[config.mk]
export PLATFORM = sky130hd
export DESIGN_NAME = exec_mem_top
export DESIGN_NICKNAME = d
export VERILOG_FILES = /design/src/exec_pkg.sv /design/src/alu_unit.sv /design/src/bus_arbiter.sv /design/src/dmem_access.sv /design/src/exec_mem_top.sv /design/src/fetch_unit.sv
export VERILOG_INCLUDE_DIRS = /design/src /design/src/src
export SDC_FILE = /design/constraint.sdc
export NUM_CORES = 1
export LEC_CHECK = 0
export BUFFER_PORTS_ARGS = -buffer_cell sky130_fd_sc_hd__buf_2
export CAP_MARGIN = 20
export CORE_ASPECT_RATIO = 1.5
export CORE_MARGIN = 3
export CORE_UTILIZATION = 45
export DETAILED_ROUTE_END_ITERATION = 7
export PLACE_DENSITY = 0.63
export REMOVE_ABC_BUFFERS = 1
export SYNTH_ARGS = -nofsm -noshare
export SYNTH_HDL_FRONTEND = slang
export SYNTH_SLANG_ARGS = --single-unit
[constraint.sdc]
create_clock -name clk -period 6.7 [get_ports clk]
set_clock_uncertainty 0.05 [all_clocks]
set_input_delay 0.335 -clock clk [delete_from_list [all_inputs] [get_ports clk]]
set_output_delay 0.335 -clock clk [all_outputs]
set_load 0.05 [all_outputs]
[src/exec_macros.svh]
`ifndef EXEC_MACROS_SVH
`define EXEC_MACROS_SVH

`define WORD_W 32

// major opcodes
`define OP_REG    7'b0110011
`define OP_IMM    7'b0010011
`define OP_LOAD   7'b0000011
`define OP_STORE  7'b0100011
`define OP_BRANCH 7'b1100011
`define OP_JAL    7'b1101111
`define OP_JALR   7'b1100111
`define OP_LUI    7'b0110111

`define F7_SUB 7'b0100000

`define F3_ADD 3'b000
`define F3_SLL 3'b001
`define F3_XOR 3'b100
`define F3_SRL 3'b101
`define F3_OR  3'b110
`define F3_AND 3'b111
`define F3_BEQ 3'b000
`define F3_BNE 3'b001
`define F3_BLT 3'b100   // unsigned compare in this core
`define F3_BGE 3'b101

`endif

[src/exec_pkg.sv]
`default_nettype none

`include "exec_macros.svh"

package exec_pkg;

    typedef logic [`WORD_W-1:0] word_t;     // data and address word

    typedef logic [6:0] opcode_t;

    typedef logic [2:0] funct3_t;

    typedef logic [6:0] funct7_t;

    typedef logic [4:0] shamt_t;            // shift amount, low five bits

    // who owns the memory port
    typedef enum logic [1:0] {
        ARB_IDLE,
        ARB_DATA,
        ARB_FETCH
    } arb_state_t;

endpackage

`default_nettype wire

[src/alu_unit.sv]
`timescale 1ns/100ps
`default_nettype none

`include "exec_macros.svh"

module alu_unit (
    input  logic              alu_src_i,
    input  exec_pkg::opcode_t opcode_i,
    input  exec_pkg::funct3_t funct3_i,
    input  exec_pkg::funct7_t funct7_i,
    input  exec_pkg::word_t   reg1_i,
    input  exec_pkg::word_t   reg2_i,
    input  exec_pkg::word_t   imm_i,
    output exec_pkg::word_t   result_o,
    output exec_pkg::word_t   ld_addr_o,
    output exec_pkg::word_t   st_addr_o,
    output logic              branch_o
);
    import exec_pkg::*;

    word_t  op2;
    word_t  sum;
    word_t  agen;
    shamt_t shamt;
    logic   sub_sel;

    assign op2     = alu_src_i ? imm_i : reg2_i;
    assign shamt   = op2[4:0];
    assign sub_sel = (opcode_i == `OP_REG) && (funct7_i == `F7_SUB);   // no subi in rv32i
    assign sum     = sub_sel ? (reg1_i - op2) : (reg1_i + op2);
    assign agen    = reg1_i + imm_i;   // load/store effective address

    always_comb begin
        result_o  = '0;
        ld_addr_o = '0;   // zero means no access
        st_addr_o = '0;
        branch_o  = 1'b0;
        case (opcode_i)
            `OP_REG, `OP_IMM: begin
                case (funct3_i)
                    `F3_ADD: result_o = sum;
                    `F3_XOR: result_o = reg1_i ^ op2;
                    `F3_OR:  result_o = reg1_i | op2;
                    `F3_AND: result_o = reg1_i & op2;
                    `F3_SLL: result_o = reg1_i << shamt;
                    `F3_SRL: result_o = reg1_i >> shamt;
                    default: result_o = '0;
                endcase
            end
            `OP_LOAD: begin
                ld_addr_o = agen;
                result_o  = agen;
            end
            `OP_STORE: begin
                st_addr_o = agen;
                result_o  = reg2_i;   // store data rides on result
            end
            `OP_BRANCH: begin
                case (funct3_i)
                    `F3_BEQ: branch_o = (reg1_i == reg2_i);
                    `F3_BNE: branch_o = (reg1_i != reg2_i);
                    `F3_BLT: branch_o = (reg1_i < reg2_i);
                    `F3_BGE: branch_o = (reg1_i >= reg2_i);
                    default: branch_o = 1'b0;
                endcase
            end
            `OP_JAL, `OP_JALR: branch_o = 1'b1;   // jumps always taken
            `OP_LUI: result_o = {imm_i[19:0], 12'b0};
            default: begin
                result_o = '0;
                branch_o = 1'b0;
            end
        endcase
    end

endmodule

`default_nettype wire

[src/bus_arbiter.sv]
`timescale 1ns/100ps
`default_nettype none

module bus_arbiter (
    input  logic            clk,
    input  logic            rst,
    input  logic            d_req_i,
    input  logic            d_we_i,
    input  exec_pkg::word_t d_addr_i,
    input  exec_pkg::word_t d_wdata_i,
    input  logic            f_req_i,
    input  exec_pkg::word_t f_addr_i,
    input  logic            mem_ack_i,
    output logic            d_ack_o,
    output logic            f_ack_o,
    output logic            mem_req_o,
    output logic            mem_we_o,
    output exec_pkg::word_t mem_addr_o,
    output exec_pkg::word_t mem_wdata_o
);
    import exec_pkg::*;

    arb_state_t state;
    arb_state_t state_nxt;

    always_comb begin
        state_nxt = state;
        case (state)
            ARB_IDLE: begin
                if (d_req_i) begin
                    state_nxt = ARB_DATA;   // data side has priority
                end else if (f_req_i) begin
                    state_nxt = ARB_FETCH;
                end
            end
            ARB_DATA, ARB_FETCH: begin
                if (mem_ack_i) begin
                    state_nxt = ARB_IDLE;
                end
            end
            default: state_nxt = ARB_IDLE;
        endcase
    end

    always_ff @(posedge clk, posedge rst) begin
        if (rst) begin
            state <= ARB_IDLE;
        end else begin
            state <= state_nxt;
        end
    end

    // bus driven from the grant alone
    always_comb begin
        mem_req_o   = 1'b0;
        mem_we_o    = 1'b0;
        mem_addr_o  = '0;
        mem_wdata_o = '0;
        case (state)
            ARB_DATA: begin
                mem_req_o   = 1'b1;
                mem_we_o    = d_we_i;
                mem_addr_o  = d_addr_i;
                mem_wdata_o = d_wdata_i;
            end
            ARB_FETCH: begin
                mem_req_o  = 1'b1;   // fetch is read only
                mem_addr_o = f_addr_i;
            end
            default: mem_req_o = 1'b0;
        endcase
    end

    assign d_ack_o = (state == ARB_DATA) && mem_ack_i;
    assign f_ack_o = (state == ARB_FETCH) && mem_ack_i;

    // an ack only reaches a master that still holds its request
    a_ack_owner: assert property (@(posedge clk) disable iff (rst)
        (!d_ack_o || d_req_i) && (!f_ack_o || f_req_i));

    // memory only answers a granted request
    a_ack_granted: assert property (@(posedge clk) disable iff (rst)
        mem_ack_i |-> (state != ARB_IDLE));

endmodule

`default_nettype wire

[src/dmem_access.sv]
`timescale 1ns/100ps
`default_nettype none

module dmem_access (
    input  logic            clk,
    input  logic            rst,
    input  exec_pkg::word_t ld_addr_i,
    input  exec_pkg::word_t st_addr_i,
    input  exec_pkg::word_t st_data_i,
    input  logic            ack_i,
    input  exec_pkg::word_t rdata_i,
    output logic            req_o,
    output logic            we_o,
    output exec_pkg::word_t addr_o,
    output exec_pkg::word_t wdata_o,
    output exec_pkg::word_t load_data_o,
    output logic            data_done_o
);

    logic busy;
    logic ld_sel;
    logic st_sel;
    logic launch;
    logic finish;

    assign ld_sel = (ld_addr_i != '0);
    assign st_sel = (st_addr_i != '0) && !ld_sel;   // load wins
    assign launch = !busy && (ld_sel || st_sel);
    assign finish = req_o && ack_i;

    always_ff @(posedge clk, posedge rst) begin
        if (rst) begin
            req_o       <= 1'b0;
            we_o        <= 1'b0;
            busy        <= 1'b0;
            data_done_o <= 1'b0;
        end else begin
            data_done_o <= finish;
            if (finish) begin
                req_o <= 1'b0;
                we_o  <= 1'b0;
            end else if (launch) begin
                req_o <= 1'b1;
                we_o  <= st_sel;
                busy  <= 1'b1;
            end else if (data_done_o) begin
                busy <= 1'b0;   // free one edge after the ack
            end
        end
    end

    always_ff @(posedge clk) begin
        if (launch) begin
            addr_o  <= ld_sel ? ld_addr_i : st_addr_i;
            wdata_o <= st_data_i;
        end
        if (finish && !we_o) begin
            load_data_o <= rdata_i;
        end
    end

    a_ctrl_known: assert property (@(posedge clk) disable iff (rst)
        !$isunknown({req_o, we_o}));

    // request must not move until the bus accepts it
    a_addr_hold: assert property (@(posedge clk) disable iff (rst)
        req_o && !ack_i |=> $stable(addr_o));

endmodule

`default_nettype wire

[src/exec_mem_top.sv]
`timescale 1ns/100ps
`default_nettype none

module exec_mem_top (
    input  logic              clk,
    input  logic              rst,
    input  logic              alu_src_i,
    input  exec_pkg::opcode_t opcode_i,
    input  exec_pkg::funct3_t funct3_i,
    input  exec_pkg::funct7_t funct7_i,
    input  exec_pkg::word_t   reg1_i,
    input  exec_pkg::word_t   reg2_i,
    input  exec_pkg::word_t   imm_i,
    input  logic              fetch_i,
    input  exec_pkg::word_t   pc_i,
    input  logic              mem_ack_i,
    input  exec_pkg::word_t   mem_rdata_i,
    output exec_pkg::word_t   result_o,
    output logic              branch_o,
    output exec_pkg::word_t   load_data_o,
    output logic              data_done_o,
    output exec_pkg::word_t   instr_o,
    output logic              instr_valid_o,
    output logic              mem_req_o,
    output logic              mem_we_o,
    output exec_pkg::word_t   mem_addr_o,
    output exec_pkg::word_t   mem_wdata_o
);
    import exec_pkg::*;

    word_t ld_addr;
    word_t st_addr;
    word_t alu_result;
    logic  d_req;
    logic  d_we;
    word_t d_addr;
    word_t d_wdata;
    logic  d_ack;
    logic  f_req;
    word_t f_addr;
    logic  f_ack;

    assign result_o = alu_result;

    alu_unit u_alu (
        .alu_src_i (alu_src_i),
        .opcode_i  (opcode_i),
        .funct3_i  (funct3_i),
        .funct7_i  (funct7_i),
        .reg1_i    (reg1_i),
        .reg2_i    (reg2_i),
        .imm_i     (imm_i),
        .result_o  (alu_result),
        .ld_addr_o (ld_addr),
        .st_addr_o (st_addr),
        .branch_o  (branch_o)
    );

    dmem_access u_dmem (
        .clk         (clk),
        .rst         (rst),
        .ld_addr_i   (ld_addr),
        .st_addr_i   (st_addr),
        .st_data_i   (alu_result),   // reg2 on a store
        .ack_i       (d_ack),
        .rdata_i     (mem_rdata_i),
        .req_o       (d_req),
        .we_o        (d_we),
        .addr_o      (d_addr),
        .wdata_o     (d_wdata),
        .load_data_o (load_data_o),
        .data_done_o (data_done_o)
    );

    fetch_unit u_fetch (
        .clk           (clk),
        .rst           (rst),
        .fetch_i       (fetch_i),
        .pc_i          (pc_i),
        .ack_i         (f_ack),
        .rdata_i       (mem_rdata_i),
        .req_o         (f_req),
        .addr_o        (f_addr),
        .instr_o       (instr_o),
        .instr_valid_o (instr_valid_o)
    );

    bus_arbiter u_arb (
        .clk         (clk),
        .rst         (rst),
        .d_req_i     (d_req),
        .d_we_i      (d_we),
        .d_addr_i    (d_addr),
        .d_wdata_i   (d_wdata),
        .f_req_i     (f_req),
        .f_addr_i    (f_addr),
        .mem_ack_i   (mem_ack_i),
        .d_ack_o     (d_ack),
        .f_ack_o     (f_ack),
        .mem_req_o   (mem_req_o),
        .mem_we_o    (mem_we_o),
        .mem_addr_o  (mem_addr_o),
        .mem_wdata_o (mem_wdata_o)
    );

endmodule

`default_nettype wire

[src/fetch_unit.sv]
`timescale 1ns/100ps
`default_nettype none

module fetch_unit (
    input  logic            clk,
    input  logic            rst,
    input  logic            fetch_i,
    input  exec_pkg::word_t pc_i,
    input  logic            ack_i,
    input  exec_pkg::word_t rdata_i,
    output logic            req_o,
    output exec_pkg::word_t addr_o,
    output exec_pkg::word_t instr_o,
    output logic            instr_valid_o
);

    logic start;
    logic finish;

    assign start  = fetch_i && !req_o;   // pulse while busy is dropped
    assign finish = req_o && ack_i;

    always_ff @(posedge clk, posedge rst) begin
        if (rst) begin
            req_o         <= 1'b0;
            instr_valid_o <= 1'b0;
        end else begin
            instr_valid_o <= finish;
            if (finish) begin
                req_o <= 1'b0;
            end else if (start) begin
                req_o <= 1'b1;
            end
        end
    end

    always_ff @(posedge clk) begin
        if (start) begin
            addr_o <= pc_i;
        end
        if (finish) begin
            instr_o <= rdata_i;
        end
    end

    a_req_drop: assert property (@(posedge clk) disable iff (rst)
        ack_i |-> req_o ##1 !req_o);

endmodule

`default_nettype wire

==> results by group <==
Run status
  – Status: finished clean

Worst setup path
  – Cells along the critical path: buf_2 > buf_4 > mux2_2 > inv_1 > and4_1 > nand3_1 > nor3_1 > nand3_1 > o21ai_0 > xnor2_1 > ha_1 > a21oi_1 > nand3_1 > a211o_1 > a41oi_1 > xnor2_1 > a21oi_1 > o21ai_0 > buf_2
  – Worst R2R Setup Slack: about 4.3 ns
  – Crit path max-delay family: compound AO/OA/AOI/OAI gates
  – Worst setup path start: alu_src_i
  – Worst EP required: ~6.3 ns
  – CP dominant cell by count: nand3_1
  – Crit path kind: input port to output port
  – Reg-to-reg endpoint: u_dmem.load_data_o[22]
  – Crit start category: input port
  – CP bufs+invs: 4
  – Critical path fanouts, max: 23
  – CP endpoint: result_o[29]
  – Worst path depth: 19
  – Kind of end point of the critical path: output port
  – Critical Path AT: 5.48 ns
  – R2r startpoint: u_arb.state[1]
  – Slowest CP cell: buf_2
  – Critical path's largest stage delay: about 0.58 ns
  – Reg2reg path depth: 6

Yosys
  – Yosys cell types: a little over 90
  – Synth Warn #: 0
  – Seq/Total Area, Yosys: between 20% and 30%
  – Syn Inst Count: 2003
  – Mapped Area: between 15000 and 20000 µm²
  – Mean Syn Cell Area: 8.74 µm²
  – Synthesized flop and latch total: 168
  – Most used DFF post-synth: edfxtp_1
  – Post-synth EDFFs: 160
  – Ys async rst share: roughly 4.8%

STA
  – Final min period: 5.86 ns
  – Relative slew slack: 32.9%
  – Setup TNS: 0 ns
  – Final period utilization: around 88%
  – Measured slew at the worst slew-check pin: 1.00 ns
  – Setup violators final: 0
  – Final Max Tran Viols: 0
  – Max Fclk: between 150 and 200 MHz
  – Count of final hold-check violations: 0
  – Unrepaired setup endpoints after global routing: false

GRT
  – Initial antenna violation count: 6
  – Global route total overflow: 0
  – GRT Overall Usage: 33.9%
  – Global-route wire length before repair: around 110000 µm
  – Largest net degree at the start of global routing: 67
  – Vias in the first global route: 17000

Placement
  – GPL Wtd Cong: between 1 and 1.5
  – Inst Count DP: approximately 2700
  – Post-DP HPWL: around 60000 µm
  – Port buffer count: about 350

Cells and area
  – Most frequent cells in the layout: buf_2 (346), nand2_1 (165), ha_1 (163)
  – Commonest non-fill, non-tap cell in the layout: buf_2
  – Total Nets Final: 2624
  – Share of layout cells above drive strength 1: about a fifth
  – Filler cell count: between 3000 and 4000
  – Final std cells w/o fill: ~2800
  – Fin util: a little over half
  – Syn-to-layout area delta: 16.0%

Power
  – Worst IR Drop VDD: roughly 0.00022 V
  – PD cells: around 220 nW/µm²
  – Leakage: between 8 and 9 nW

Clock network
  – CTS sink cnt: about 170
  – Worst-Skew Late Latency: 0.43 ns
  – Hold_buf cts: 1
  – CTS tree: done
  – Root Buffer: clkbuf_16
  – CTS HTree Levels: 4
  – Clock tree buffer depth: 2
  – Clock slew at reported path FFs: around 0.06 ns
  – Total CTS buffers: 17
  – CTS resizes: 0
  – Post-CTS Setup Bufs: 0

Route
  – Max layer used: met5
  – DRT Pass-1 Iters: 5
  – Wire length on met3: just under 5000 µm
  – Drt drc: 0
  – Post-Route WL: 73900 µm
  – Met2 WL: approximately 38000 µm
  – Post-Route M1 WL: between 20000 and 30000 µm
  – Post-route ant nets: 0
  – Vias/cell: 6.36
  – Drt wl/cell: ~27 µm
  – DRT iter0 DRCs: roughly 1700
  – Via count: around 18000

Floorplan
  – Core ar.: between 30000 and 40000 µm²
  – Initial Util: a little under half
  – # IOs: 347
  – Die area: between 40000 and 50000 µm²
  – Die X: approximately 170 µm
  – DIE HEIGHT: between 200 and 250 µm
  – # rows: slightly below 90

Job
  – Number of max-cap violations: 0

Min path
  – HP Class: input port to flip-flop
  – WHS Path Cells: 1
-- cells in the mapped netlist (all sizes together), types with 5 or more instances --
master | instances | area [µm²]
a211o | 5 | 43.8
a211oi | 18 | 135
a21o | 28 | 210
a21oi | 115 | 591
a221o | 10 | 100
a221oi | 11 | 103
a222oi | 11 | 110
a22o | 34 | 298
a22oi | 43 | 337
a31oi | 19 | 161
a32oi | 6 | 52.6
and2 | 45 | 282
and3 | 16 | 100
and4 | 6 | 52.6
buf | 38 | 193
clkbuf | 91 | 342
dfrtp | 8 | 200
edfxtp | 160 | 4800
ha | 164 | 2050
inv | 126 | 473
mux2 | 5 | 56.3
mux2i | 123 | 1250
mux4 | 21 | 473
nand2 | 165 | 619
nand2b | 17 | 106
nand3 | 42 | 210
nand4 | 24 | 156
nor2 | 154 | 578
nor2b | 45 | 284
nor3 | 38 | 195
nor3b | 5 | 37.5
nor4 | 9 | 71.3
o211ai | 31 | 233
o21a | 22 | 165
o21ai | 156 | 785
o21bai | 7 | 56.3
o221ai | 6 | 65.1
o22ai | 22 | 138
o31ai | 10 | 80.1
or2 | 5 | 31.3
or3 | 11 | 68.8
xnor2 | 59 | 517
xor2 | 23 | 209
-- worst min path at each step --
stage / slack, ns / startpoint / end
floorplan: 0.10 / rst / u_arb.state[0]
global placement: 0.26 / rst / u_fetch.req_o
detailed placement: 0.28 / rst / u_fetch.instr_valid_o
CTS: 0.004 / pc_i[26] / u_fetch.addr_o[26]
global route: 0.007 / pc_i[31] / u_fetch.addr_o[31]
finish: 0.02 / pc_i[26] / u_fetch.addr_o[26]
-- flip-flops by register name, indices dropped and copies added, names as in the netlist --
| name | flops |
|---|---|
| u_arb.state | 2 |
| u_dmem.addr_o | 32 |
| u_dmem.busy | 1 |
| u_dmem.data_done_o | 1 |
| u_dmem.load_data_o | 32 |
| u_dmem.req_o | 1 |
| u_dmem.wdata_o | 32 |
| u_dmem.we_o | 1 |
| u_fetch.addr_o | 32 |
| u_fetch.instr_o | 32 |
| u_fetch.instr_valid_o | 1 |
| u_fetch.req_o | 1 |
-- final cells by class --
class                           count  area (µm²)  share of cell area, %
Multi-Input combinational cell   1579       11600                   57.0
Clock inverter                     13         168                  0.826
Sequential cell                   168        5000                   24.7
Antenna cell                        5        12.5                 0.0617
Timing Repair Buffer              383        2020                   9.98
Clock buffer                       17         425                   2.10
Inverter                          127         477                   2.35
Tap cell                          489         612                   3.02
-- where the power goes --
part           switching, mW  internal (mW)
Clock                  0.413          0.587
Sequential            0.0344           1.25
Combinational           1.58          0.684
-- routing by layer --
layer / GRT usage [%] / up-vias
met5: 0 / -
met2: 61.4 / 944
met3: 4.05 / 222
met4: 22.4 / 2
met1: 37.4 / 8529
li1: - / 7992
-- through the flow --
stage | worst slack (ns) | area [µm²] | hold WS, ns | power, mW
6_report | 0.836 | 20300 | 0.0248 | 4.55
5_1_grt | 0.319 | 20300 | 0.00669 | 4.75
4_1_cts | 0.863 | 20200 | 0.00354 | 4.53
3_5_place_dp | 0.901 | 19600 | 0.280 | 3.53
3_3_place_gp | 0.923 | 19600 | 0.261 | 3.52
2_1_floorplan | -2.33 | 17000 | 0.101 | 2.83
-- logic make-up (layout without fill, tap and decap cells) --
logic type | count (synthesis) | count (layout) | share of synthesized area, %
simple gates | 596 | 596 | 16.7
compound gates | 586 | 586 | 22.7
buf+inv | 256 | 540 | 5.78
flops | 168 | 168 | 28.6
fa+ha+maj | 166 | 166 | 12.0
mux | 149 | 149 | 10.2
xor+xnor | 82 | 82 | 4.15
other cells | 0 | 5 | 0
No activity file was read; power rests on OpenSTA's default activity.
